<file path="src/source/rv_core_settings.svh">
`ifndef RV_CORE_SETTINGS_SVH
`define RV_CORE_SETTINGS_SVH

// data and address width.
`define RV_XLEN 32

// architectural registers, x0 included.
`define RV_REG_COUNT 32

// address of the first fetch after reset.
`define RV_RESET_PC 32'h0000_0000

// pc step between sequential instructions.
`define RV_INSTR_BYTES 32'd4

`endif

</file>
<file path="src/source/rv_core_pkg.sv">
`include "rv_core_settings.svh"

package rv_core_pkg;

    typedef logic [`RV_XLEN-1:0] word_t;
    typedef logic [4:0] reg_addr_t;

    typedef enum logic [6:0] {
        OP_LUI    = 7'b0110111,
        OP_AUIPC  = 7'b0010111,
        OP_JAL    = 7'b1101111,
        OP_JALR   = 7'b1100111,
        OP_BRANCH = 7'b1100011,
        OP_LOAD   = 7'b0000011,
        OP_STORE  = 7'b0100011,
        OP_IMM    = 7'b0010011,
        OP_REG    = 7'b0110011
    } opcode_t;

    // slt and sltu go through the comparator instead.
    typedef enum logic [3:0] {
        ALU_ADD,
        ALU_SUB,
        ALU_SLL,
        ALU_XOR,
        ALU_SRL,
        ALU_SRA,
        ALU_OR,
        ALU_AND,
        ALU_COPY_B
    } alu_op_t;

    typedef enum logic [2:0] {
        WB_ALU,
        WB_CMP,
        WB_PC4,
        WB_LOAD
    } wb_sel_t;

    typedef struct packed {
        logic [6:0] funct7;
        reg_addr_t  rs2;
        reg_addr_t  rs1;
        logic [2:0] funct3;
        reg_addr_t  rd;
        opcode_t    opcode;
    } instr_r_t;

    typedef struct packed {
        logic [11:0] imm;
        reg_addr_t   rs1;
        logic [2:0]  funct3;
        reg_addr_t   rd;
        opcode_t     opcode;
    } instr_i_t;

    typedef struct packed {
        logic [6:0] imm_hi;
        reg_addr_t  rs2;
        reg_addr_t  rs1;
        logic [2:0] funct3;
        logic [4:0] imm_lo;
        opcode_t    opcode;
    } instr_s_t;

    typedef struct packed {
        logic       imm12;
        logic [5:0] imm10_5;
        reg_addr_t  rs2;
        reg_addr_t  rs1;
        logic [2:0] funct3;
        logic [3:0] imm4_1;
        logic       imm11;
        opcode_t    opcode;
    } instr_b_t;

    typedef struct packed {
        logic [19:0] imm;
        reg_addr_t   rd;
        opcode_t     opcode;
    } instr_u_t;

    typedef struct packed {
        logic       imm20;
        logic [9:0] imm10_1;
        logic       imm11;
        logic [7:0] imm19_12;
        reg_addr_t  rd;
        opcode_t    opcode;
    } instr_j_t;

    // one fetched word, seen in every format.
    typedef union packed {
        instr_r_t r;
        instr_i_t i;
        instr_s_t s;
        instr_b_t b;
        instr_u_t u;
        instr_j_t j;
    } instr_word_t;

    typedef struct packed {
        opcode_t    opcode;
        logic [2:0] funct3;
        alu_op_t    alu_op;
        logic       op_a_pc;
        logic       op_b_imm;
        wb_sel_t    wb_sel;
        logic       we;
        reg_addr_t  rd;
        reg_addr_t  rs1;
        reg_addr_t  rs2;
        logic       is_branch;
        logic       is_jal;
        logic       is_jalr;
        logic       is_load;
        logic       is_store;
    } ctrl_word_t;

    typedef struct packed {
        logic       valid;
        word_t      pc;
        ctrl_word_t ctrl;
        word_t      imm;
        word_t      rs1_val;
        word_t      rs2_val;
    } dec_bundle_t;

    typedef struct packed {
        logic       valid;
        word_t      pc;
        ctrl_word_t ctrl;
        word_t      alu_res;
        logic       cmp;
        word_t      store_data;
    } exe_bundle_t;

    typedef struct packed {
        logic       read;
        logic       write;
        logic [3:0] byte_en;
        word_t      addr;
        word_t      wdata;
    } dmem_req_t;

    typedef struct packed {
        logic      we;
        reg_addr_t rd;
        word_t     data;
    } wb_bus_t;

endpackage

</file>
<file path="src/source/rv_fetch.sv">
`timescale 1ns/100ps
`include "rv_core_settings.svh"

module rv_fetch (
    input  logic                      clk,
    input  logic                      rst,
    input  logic                      stall,
    input  logic                      redirect,
    input  rv_core_pkg::word_t        redirect_pc,
    input  rv_core_pkg::word_t        inst_rdata,
    output rv_core_pkg::word_t        inst_addr,
    output rv_core_pkg::word_t        fetch_pc,
    output rv_core_pkg::instr_word_t  fetch_instr,
    output logic                      fetch_valid
);
    import rv_core_pkg::*;

    word_t pc_next;

    // always predicts not taken.
    assign pc_next = redirect ? redirect_pc : inst_addr + `RV_INSTR_BYTES;

    always_ff @(posedge clk) begin
        if (rst) begin
            inst_addr   <= `RV_RESET_PC;
            fetch_valid <= 1'b0;
        end else if (!stall) begin
            inst_addr   <= pc_next;
            fetch_valid <= !redirect; // wrong-path word dropped.
        end
    end

    always_ff @(posedge clk) begin
        if (!stall) begin
            fetch_pc    <= inst_addr;
            fetch_instr <= instr_word_t'(inst_rdata);
        end
    end

    // redirect targets from execute must keep fetch word aligned.
    a_pc_aligned: assert property (@(posedge clk) disable iff (rst)
        inst_addr[1:0] == 2'b00)
        else $error("fetch address %h not word aligned", inst_addr);

endmodule

</file>
<file path="src/source/rv_regfile.sv">
`timescale 1ns/100ps
`include "rv_core_settings.svh"

module rv_regfile (
    input  logic                    clk,
    input  logic                    rst,
    input  rv_core_pkg::wb_bus_t    wb,
    input  rv_core_pkg::reg_addr_t  rs1,
    input  rv_core_pkg::reg_addr_t  rs2,
    output rv_core_pkg::word_t      rs1_data,
    output rv_core_pkg::word_t      rs2_data
);
    import rv_core_pkg::*;

    word_t regs [`RV_REG_COUNT];

    always_ff @(posedge clk) begin
        if (rst) begin
            for (int k = 0; k < `RV_REG_COUNT; k++) begin
                regs[k] <= '0;
            end
        end else if (wb.we && wb.rd != '0) begin
            regs[wb.rd] <= wb.data;
        end
    end

    // write-through so decode sees the value retiring this cycle.
    always_comb begin
        rs1_data = regs[rs1];
        rs2_data = regs[rs2];
        if (wb.we && wb.rd == rs1) rs1_data = wb.data;
        if (wb.we && wb.rd == rs2) rs2_data = wb.data;
        if (rs1 == '0) rs1_data = '0; // x0 is hardwired.
        if (rs2 == '0) rs2_data = '0;
    end

endmodule

</file>
<file path="src/source/rv_decode.sv">
`timescale 1ns/100ps

module rv_decode (
    input  logic                      clk,
    input  logic                      rst,
    input  logic                      stall,
    input  logic                      flush,
    input  rv_core_pkg::word_t        fetch_pc,
    input  rv_core_pkg::instr_word_t  fetch_instr,
    input  logic                      fetch_valid,
    input  rv_core_pkg::word_t        rs1_data,
    input  rv_core_pkg::word_t        rs2_data,
    output rv_core_pkg::reg_addr_t    rs1,
    output rv_core_pkg::reg_addr_t    rs2,
    output rv_core_pkg::dec_bundle_t  dec
);
    import rv_core_pkg::*;

    ctrl_word_t  ctrl;
    word_t       imm;
    logic        known;
    dec_bundle_t dec_d;

    assign rs1 = fetch_instr.r.rs1;
    assign rs2 = fetch_instr.r.rs2;

    // immediate in the format the opcode selects.
    always_comb begin
        unique case (fetch_instr.r.opcode)
            OP_STORE: imm = {{20{fetch_instr.s.imm_hi[6]}}, fetch_instr.s.imm_hi,
                             fetch_instr.s.imm_lo};
            OP_BRANCH: imm = {{20{fetch_instr.b.imm12}}, fetch_instr.b.imm11,
                              fetch_instr.b.imm10_5, fetch_instr.b.imm4_1, 1'b0};
            OP_LUI, OP_AUIPC: imm = {fetch_instr.u.imm, 12'b0};
            OP_JAL: imm = {{12{fetch_instr.j.imm20}}, fetch_instr.j.imm19_12,
                           fetch_instr.j.imm11, fetch_instr.j.imm10_1, 1'b0};
            default: imm = {{20{fetch_instr.i.imm[11]}}, fetch_instr.i.imm};
        endcase
    end

    always_comb begin
        ctrl        = '0;
        ctrl.opcode = fetch_instr.r.opcode;
        ctrl.funct3 = fetch_instr.r.funct3;
        ctrl.alu_op = ALU_ADD;
        ctrl.wb_sel = WB_ALU;
        ctrl.rd     = fetch_instr.r.rd;
        ctrl.rs1    = fetch_instr.r.rs1;
        ctrl.rs2    = fetch_instr.r.rs2;
        known       = 1'b1;
        unique case (fetch_instr.r.opcode)
            OP_LUI: begin
                ctrl.alu_op   = ALU_COPY_B;
                ctrl.op_b_imm = 1'b1;
                ctrl.we       = 1'b1;
            end
            OP_AUIPC: begin
                ctrl.op_a_pc  = 1'b1;
                ctrl.op_b_imm = 1'b1;
                ctrl.we       = 1'b1;
            end
            OP_JAL, OP_JALR: begin
                ctrl.is_jal  = fetch_instr.r.opcode == OP_JAL;
                ctrl.is_jalr = fetch_instr.r.opcode == OP_JALR;
                ctrl.wb_sel  = WB_PC4;
                ctrl.we      = 1'b1;
            end
            OP_BRANCH: ctrl.is_branch = 1'b1;
            OP_LOAD: begin
                ctrl.op_b_imm = 1'b1;
                ctrl.is_load  = 1'b1;
                ctrl.wb_sel   = WB_LOAD;
                ctrl.we       = 1'b1;
            end
            OP_STORE: begin
                ctrl.op_b_imm = 1'b1;
                ctrl.is_store = 1'b1;
            end
            OP_IMM, OP_REG: begin
                ctrl.op_b_imm = fetch_instr.r.opcode == OP_IMM;
                ctrl.we       = 1'b1;
                unique case (fetch_instr.r.funct3)
                    3'b000: begin
                        if (!ctrl.op_b_imm && fetch_instr.r.funct7[5]) ctrl.alu_op = ALU_SUB;
                    end
                    3'b001: ctrl.alu_op = ALU_SLL;
                    3'b010, 3'b011: ctrl.wb_sel = WB_CMP; // slt, sltu.
                    3'b100: ctrl.alu_op = ALU_XOR;
                    3'b101: ctrl.alu_op = fetch_instr.r.funct7[5] ? ALU_SRA : ALU_SRL;
                    3'b110: ctrl.alu_op = ALU_OR;
                    default: ctrl.alu_op = ALU_AND;
                endcase
            end
            default: known = 1'b0;
        endcase
    end

    always_comb begin
        dec_d.valid   = fetch_valid && !flush && known;
        dec_d.pc      = fetch_pc;
        dec_d.ctrl    = ctrl;
        dec_d.imm     = imm;
        dec_d.rs1_val = rs1_data;
        dec_d.rs2_val = rs2_data;
    end

    always_ff @(posedge clk) begin
        if (!stall) dec <= dec_d;
        if (rst) dec.valid <= 1'b0;
    end

    // fetch must never hand over a word outside RV32I.
    a_known_opcode: assert property (@(posedge clk) disable iff (rst)
        fetch_valid && !flush && !stall |-> known)
        else $error("unknown opcode %b at pc %h", fetch_instr.r.opcode, fetch_pc);

endmodule

</file>
<file path="src/source/rv_execute.sv">
`timescale 1ns/100ps
`include "rv_core_settings.svh"

module rv_execute (
    input  logic                      clk,
    input  logic                      rst,
    input  logic                      stall,
    input  rv_core_pkg::dec_bundle_t  dec,
    input  rv_core_pkg::wb_bus_t      wb,
    output logic                      redirect,
    output rv_core_pkg::word_t        redirect_pc,
    output rv_core_pkg::exe_bundle_t  exe
);
    import rv_core_pkg::*;

    word_t       rs1_val;
    word_t       rs2_val;
    word_t       op_a;
    word_t       op_b;
    word_t       alu_out;
    word_t       target;
    word_t       link;
    logic [4:0]  shamt;
    logic        cmp;
    logic        taken;
    exe_bundle_t exe_d;

    // forward the retiring result over stale register reads.
    always_comb begin
        rs1_val = dec.rs1_val;
        rs2_val = dec.rs2_val;
        if (wb.we && wb.rd != '0 && wb.rd == dec.ctrl.rs1) rs1_val = wb.data;
        if (wb.we && wb.rd != '0 && wb.rd == dec.ctrl.rs2) rs2_val = wb.data;
    end

    assign op_a  = dec.ctrl.op_a_pc ? dec.pc : rs1_val;
    assign op_b  = dec.ctrl.op_b_imm ? dec.imm : rs2_val;
    assign shamt = op_b[4:0];

    always_comb begin
        unique case (dec.ctrl.alu_op)
            ALU_SUB:    alu_out = op_a - op_b;
            ALU_SLL:    alu_out = op_a << shamt;
            ALU_XOR:    alu_out = op_a ^ op_b;
            ALU_SRL:    alu_out = op_a >> shamt;
            ALU_SRA:    alu_out = $signed(op_a) >>> shamt;
            ALU_OR:     alu_out = op_a | op_b;
            ALU_AND:    alu_out = op_a & op_b;
            ALU_COPY_B: alu_out = op_b;
            default:    alu_out = op_a + op_b;
        endcase
    end

    // shared by branches and slt/sltu.
    always_comb begin
        unique case (dec.ctrl.funct3)
            3'b000:         cmp = rs1_val == op_b;
            3'b001:         cmp = rs1_val != op_b;
            3'b100, 3'b010: cmp = $signed(rs1_val) < $signed(op_b);
            3'b101:         cmp = $signed(rs1_val) >= $signed(op_b);
            3'b110, 3'b011: cmp = rs1_val < op_b;
            default:        cmp = rs1_val >= op_b;
        endcase
    end

    assign taken       = dec.ctrl.is_jal || dec.ctrl.is_jalr || (dec.ctrl.is_branch && cmp);
    assign target      = (dec.ctrl.is_jalr ? rs1_val : dec.pc) + dec.imm;
    assign redirect_pc = {target[`RV_XLEN-1:1], 1'b0}; // jalr drops bit 0.
    assign redirect    = dec.valid && taken && !stall;
    assign link        = dec.pc + `RV_INSTR_BYTES;

    always_comb begin
        exe_d.valid      = dec.valid;
        exe_d.pc         = dec.pc;
        exe_d.ctrl       = dec.ctrl;
        exe_d.alu_res    = (dec.ctrl.is_jal || dec.ctrl.is_jalr) ? link : alu_out;
        exe_d.cmp        = cmp;
        exe_d.store_data = rs2_val << {alu_out[1:0], 3'b000}; // into its byte lanes.
    end

    always_ff @(posedge clk) begin
        if (!stall) exe <= exe_d;
        if (rst) exe.valid <= 1'b0;
    end

endmodule

</file>
<file path="src/source/rv_result.sv">
`timescale 1ns/100ps

module rv_result (
    input  logic                      clk,
    input  logic                      rst,
    input  rv_core_pkg::exe_bundle_t  exe,
    input  logic                      data_resp,
    input  rv_core_pkg::word_t        data_rdata,
    output rv_core_pkg::dmem_req_t    data_req,
    output logic                      stall,
    output rv_core_pkg::wb_bus_t      wb
);
    import rv_core_pkg::*;

    logic       mem_op;
    logic [3:0] byte_en;
    word_t      lane;
    word_t      load_val;

    assign mem_op = exe.valid && (exe.ctrl.is_load || exe.ctrl.is_store);
    assign stall  = mem_op && !data_resp;

    always_comb begin
        unique case (exe.ctrl.funct3[1:0])
            2'b00:   byte_en = 4'b0001 << exe.alu_res[1:0];
            2'b01:   byte_en = 4'b0011 << {exe.alu_res[1], 1'b0};
            default: byte_en = 4'b1111;
        endcase
    end

    // exe register holds during the wait, so the request stays put.
    always_comb begin
        data_req.read    = exe.valid && exe.ctrl.is_load;
        data_req.write   = exe.valid && exe.ctrl.is_store;
        data_req.byte_en = byte_en;
        data_req.addr    = {exe.alu_res[31:2], 2'b00};
        data_req.wdata   = exe.store_data;
    end

    assign lane = data_rdata >> {exe.alu_res[1:0], 3'b000};

    always_comb begin
        unique case (exe.ctrl.funct3)
            3'b000:  load_val = {{24{lane[7]}}, lane[7:0]};
            3'b001:  load_val = {{16{lane[15]}}, lane[15:0]};
            3'b100:  load_val = {24'b0, lane[7:0]};
            3'b101:  load_val = {16'b0, lane[15:0]};
            default: load_val = data_rdata;
        endcase
    end

    always_comb begin
        wb.we = exe.valid && exe.ctrl.we && !stall; // only when it completes.
        wb.rd = exe.ctrl.rd;
        unique case (exe.ctrl.wb_sel)
            WB_CMP:  wb.data = {31'b0, exe.cmp};
            WB_LOAD: wb.data = load_val;
            default: wb.data = exe.alu_res;
        endcase
    end

    a_rd_wr_excl: assert property (@(posedge clk) disable iff (rst)
        !(data_req.read && data_req.write))
        else $error("data read and write raised together");

    a_req_stable: assert property (@(posedge clk) disable iff (rst)
        stall |=> $stable(data_req))
        else $error("data request changed while waiting for data_resp");

endmodule

</file>
<file path="src/source/rv_core.sv">
`timescale 1ns/100ps

module rv_core (
    input  logic                    clk,
    input  logic                    rst,
    output logic                    inst_read,
    output rv_core_pkg::word_t      inst_addr,
    input  logic                    inst_resp,
    input  rv_core_pkg::word_t      inst_rdata,
    output rv_core_pkg::dmem_req_t  data_req,
    input  logic                    data_resp,
    input  rv_core_pkg::word_t      data_rdata
);
    import rv_core_pkg::*;

    word_t       fetch_pc;
    instr_word_t fetch_instr;
    logic        fetch_valid;
    logic        redirect;
    word_t       redirect_pc;
    reg_addr_t   rs1;
    reg_addr_t   rs2;
    word_t       rs1_data;
    word_t       rs2_data;
    dec_bundle_t dec;
    exe_bundle_t exe;
    wb_bus_t     wb;
    logic        res_stall;
    logic        stall;

    assign inst_read = 1'b1;
    assign stall     = res_stall || !inst_resp; // freezes every stage.

    rv_fetch rv_fetch_i (
        .clk         (clk),
        .rst         (rst),
        .stall       (stall),
        .redirect    (redirect),
        .redirect_pc (redirect_pc),
        .inst_rdata  (inst_rdata),
        .inst_addr   (inst_addr),
        .fetch_pc    (fetch_pc),
        .fetch_instr (fetch_instr),
        .fetch_valid (fetch_valid)
    );

    rv_regfile rv_regfile_i (
        .clk      (clk),
        .rst      (rst),
        .wb       (wb),
        .rs1      (rs1),
        .rs2      (rs2),
        .rs1_data (rs1_data),
        .rs2_data (rs2_data)
    );

    rv_decode rv_decode_i (
        .clk         (clk),
        .rst         (rst),
        .stall       (stall),
        .flush       (redirect),
        .fetch_pc    (fetch_pc),
        .fetch_instr (fetch_instr),
        .fetch_valid (fetch_valid),
        .rs1_data    (rs1_data),
        .rs2_data    (rs2_data),
        .rs1         (rs1),
        .rs2         (rs2),
        .dec         (dec)
    );

    rv_execute rv_execute_i (
        .clk         (clk),
        .rst         (rst),
        .stall       (stall),
        .dec         (dec),
        .wb          (wb),
        .redirect    (redirect),
        .redirect_pc (redirect_pc),
        .exe         (exe)
    );

    rv_result rv_result_i (
        .clk        (clk),
        .rst        (rst),
        .exe        (exe),
        .data_resp  (data_resp),
        .data_rdata (data_rdata),
        .data_req   (data_req),
        .stall      (res_stall),
        .wb         (wb)
    );

endmodule

</file>
<file path="config.mk">
export PLATFORM = sky130hd
export DESIGN_NAME = rv_core
export DESIGN_NICKNAME = d
export VERILOG_FILES = /design/src/source/rv_core_pkg.sv /design/src/source/rv_fetch.sv /design/src/source/rv_regfile.sv /design/src/source/rv_decode.sv /design/src/source/rv_execute.sv /design/src/source/rv_result.sv /design/src/source/rv_core.sv
export VERILOG_INCLUDE_DIRS = /design/src /design/src/source
export SDC_FILE = /design/constraint.sdc
export NUM_CORES = 2
export LEC_CHECK = 0
export BUFFER_PORTS_ARGS = -buffer_cell sky130_fd_sc_hd__buf_4
export CORE_AREA = 2 2 512 514
export DETAILED_ROUTE_END_ITERATION = 10
export DIE_AREA = 0 0 514 516
export GPL_TIMING_DRIVEN = 0
export PLACE_DENSITY_LB_ADDON = 0.15
export SETUP_SLACK_MARGIN = 0.15
export SLEW_MARGIN = 20
export SYNTH_ARGS = -nofsm -noshare
export SYNTH_HDL_FRONTEND = slang
export SYNTH_SLANG_ARGS = --single-unit
</file>
<file path="constraint.sdc">
create_clock -name clk -period 13.2 [get_ports clk]
set_input_delay 1.32 -clock clk [delete_from_list [all_inputs] [get_ports clk]]
set_output_delay 1.32 -clock clk [all_outputs]
set_load 0.01 [all_outputs]
</file>
==> flow_summary_export.csv <==
group,metric,value,unit
pwr,power_density,139.6,mW/mm2
worst_setup_path,slowest_stage,"a211oi_1",
cts,cts_buffer_depth,3,
placement,place_area,0.08715,mm2
grt,grt_max_degree,36,
floorplan,dieArea,0.2652,mm2
pwr,ir_drop,0.1268,mV
floorplan,io_pins,171,
synthesis,ys_seq_area_share,50.76,%
route,dr.pass1.iters,7,
placement,io_buffer_count,165,
grt,grt_pass1_vias,59470,
grt,grt_antenna_before_repair,17,
sta,setup_viol,0,
status,status,"finished clean",
cts,cts_root_buf,"clkbuf_16",
cts,cts_resized,0,
sta,clock_skew,57.78,ps
cells_and_area,multiInputGateArea,0.03675,mm2
cts,cts.clk_slew.worst_paths,60,ps
sta,setup_tns,0,ps
cts,post_cts_buffers,0,
route,drc,0,
route,routed_wirelength,359800,um
route,met3_length,30960,um
worst_setup_path,cp_num_buf_inv,8,
placement,hpwlAfterDp,284700,um
route,vias,61320,
synthesis,synth.avg_cell_area,12.43,um2
worst_setup_path,cp_top_family,"compound AO/OA/AOI/OAI gates",
cells_and_area,register_area,0.04064,mm2
route,met1_length,153800,um
sta,holdWs,392.2,ps
synthesis,synth_area,0.08006,mm2
floorplan,fp-row-count,187,
worst_setup_path,crit_required,13730,ps
synthesis,ys_seq_elements,1368,
cells_and_area,area_delta_synth_final,15.79,%
floorplan,die_h,516,um
cells_and_area,fin_util,35.76,%
worst_setup_path,cpMostUsedCell,"buf_2",
synthesis,async_flop_share,0,%
grt,grt_pass1_wl,490200,um
placement,gp_congestion,0.9983,
synthesis,syn_inst,6443,
cells_and_area,drive_above_1_share,21.70,%
route,routedWlPerCell,34.57,um
sta,timing_worst_slew_pin_value,1326,ps
sta,post-route-period-util,79.84,%
route,via_per_inst,5.891,
route,ant_nets,0,
worst_setup_path,path_class,"flip-flop to flip-flop",
floorplan,core,0.2592,mm2
sta,slew_headroom,11.08,%
grt,grt_overflow,0,
placement,place_inst,10100,
sta,finalMaxSlewViolations,0,
job,cap_viol_max_count,0,
cts,ctsHoldBuffers,0,
cells_and_area,fin_nets,7095,
route,wl_met2,158800,um
min_path,hp-class,"flip-flop to flip-flop",
pwr,leakage,32.94,nW
route,highest_layer,"met5",
worst_setup_path,start_kind,"flip-flop",
worst_setup_path,critPathCaptureType,"flip-flop",
sta,rsz0062_at_grt,"no",
synthesis,ys.flop_type,"edfxtp_1",
cells_and_area,nFillCells,25490,
sta,min_period,10540,ps
floorplan,fp.dieW,514,um
synthesis,synth-edff-count,1324,
worst_setup_path,slowest_delay,1040,ps
cts,cts-buffers-inserted,163,
cts,clkLatencyLatePin,840,ps
worst_setup_path,cp.arrival,11070,ps
cells_and_area,final_cells,10410,
cts,cts_tree,"yes",
sta,hold_viol,0,
worst_setup_path,crit_fanout,10,
cells_and_area,post-route-cell-area,0.09271,mm2
grt,gr-usage-all-layers,26.59,%
cts,cts_max_level,4,
cts,clock_sinks,1368,
floorplan,initial_core_util,30.88,%
sta,fmax,0.09488,GHz
synthesis,synth_cell_types,92,
synthesis,yosysWarnings,0,
route,drtIter0Drc,8918,
path summary, 6_finish.rpt:
kind	startpoint	to	slack, ps	cells after the start
min reg2reg	rv_fetch_i.fetch_pc[8]	rv_decode_i.dec[144]	390	0
max reg2reg	rv_execute_i.exe[86]	rv_execute_i.exe[63]	2660	27
min	rv_fetch_i.fetch_pc[8]	rv_decode_i.dec[144]	390	0
max	rv_execute_i.exe[86]	rv_execute_i.exe[63]	2660	27
final cells by class:
cell class	instances	share of cell area (%)
Timing Repair Buffer	222	2.479
Clock inverter	101	1.290
Clock buffer	203	4.629
Antenna cell	4	0.01080
Tap cell	3402	4.591
Inverter	125	0.5075
Sequential cell	1368	43.84
Buffer	634	3.016
Multi-Input combinational cell	4350	39.64
layout by cell type, fill, tap and decap left out, types with 54 or more instances in the layout:
cell type / netlist / layout
inv_1: 114 / 114
xnor2_1: 95 / 95
clkbuf_1: 458 / 457
buf_2: 25 / 54
mux2i_1: 134 / 134
buf_4: 70 / 237
clkbuf_16: 0 / 165
nand3_1: 71 / 71
nand2_1: 325 / 325
ha_1: 161 / 161
nor2_1: 1379 / 1373
mux2_2: 128 / 128
a21oi_1: 318 / 318
a21o_1: 67 / 67
o21ai_0: 170 / 167
mux4_2: 656 / 656
edfxtp_1: 1324 / 1324
metrics by stage:
step	setup slack [ps]	total power, mW
after detailed placement	2797	8.289
after global routing	2349	13.27
after global placement	-2681	8.263
after floorplan	2200	6.917
after CTS	2882	12.93
final	2661	12.95
metal layers:
layer  GRT usage [%]  vias to the layer above
li1                -                    25280
met1           37.37                    32210
met2           40.43                     3244
met3           5.167                      577
met4           10.34                        6
met5               0                        -
Yosys cell counts, types with 11 or more instances:
cell type | instances | share of area, %
a221oi_1 | 25 | 0.27
mux4_2 | 656 | 18
mux2i_1 | 134 | 1.7
nor3_1 | 53 | 0.33
a21oi_1 | 318 | 2.0
a31oi_1 | 58 | 0.45
nand2_1 | 325 | 1.5
edfxtp_1 | 1324 | 50
xor2_1 | 39 | 0.43
a211oi_1 | 54 | 0.51
a32o_1 | 19 | 0.24
nor2_1 | 1379 | 6.5
ha_1 | 161 | 2.5
buf_1 | 77 | 0.36
clkbuf_1 | 458 | 2.1
o211ai_1 | 51 | 0.48
and2_1 | 25 | 0.20
buf_2 | 25 | 0.16
mux2_2 | 128 | 1.8
nor2b_1 | 32 | 0.25
nand4_1 | 25 | 0.20
nor4_1 | 12 | 0.094
o221ai_1 | 14 | 0.15
a21o_1 | 67 | 0.63
a211o_1 | 12 | 0.13
and3_1 | 26 | 0.20
o21ai_1 | 11 | 0.069
o21ai_0 | 170 | 1.1
o22ai_1 | 24 | 0.19
or2_2 | 12 | 0.094
buf_4 | 70 | 0.66
o2111ai_1 | 19 | 0.21
a2111oi_0 | 17 | 0.19
nand3b_1 | 15 | 0.14
inv_1 | 114 | 0.53
xnor2_1 | 95 | 1.0
a22oi_1 | 30 | 0.28
nand2b_1 | 53 | 0.41
dfxtp_1 | 44 | 1.1
nand3_1 | 71 | 0.44
or3_1 | 14 | 0.11
o21a_1 | 27 | 0.25
registers in the layout, summed over array words and instances (netlist names), named ones only:
name / cells
rv_decode_i.dec: 160
rv_fetch_i.fetch_valid: 1
rv_fetch_i.fetch_pc: 31
rv_fetch_i.inst_addr: 31
rv_fetch_i.fetch_instr: 32
rv_regfile_i.regs: 1024
rv_execute_i.exe: 79
kinds of logic after synthesis:
family                     count (synthesis)  share of synthesized area (%)
AOI/OAI and AO/OA                       1014                          8.364
buffers and inverters                    759                          3.965
other                                      2                       0.009380
and+or+nand+nor                         2078                          10.83
DFF                                     1368                          50.76
adders and majority gates                163                          2.566
xor gates and xnor gates                 134                          1.466
muxes                                    925                          22.04
where the power goes:
part           total, mW  switching, mW  internal, mW  leakage (nW)
sequential          5.15          0.158          4.99          13.9
clock               4.66           2.00          2.67          2.64
combinational       3.13           2.05          1.09          16.4
No activity file was read; power rests on OpenSTA's default activity.
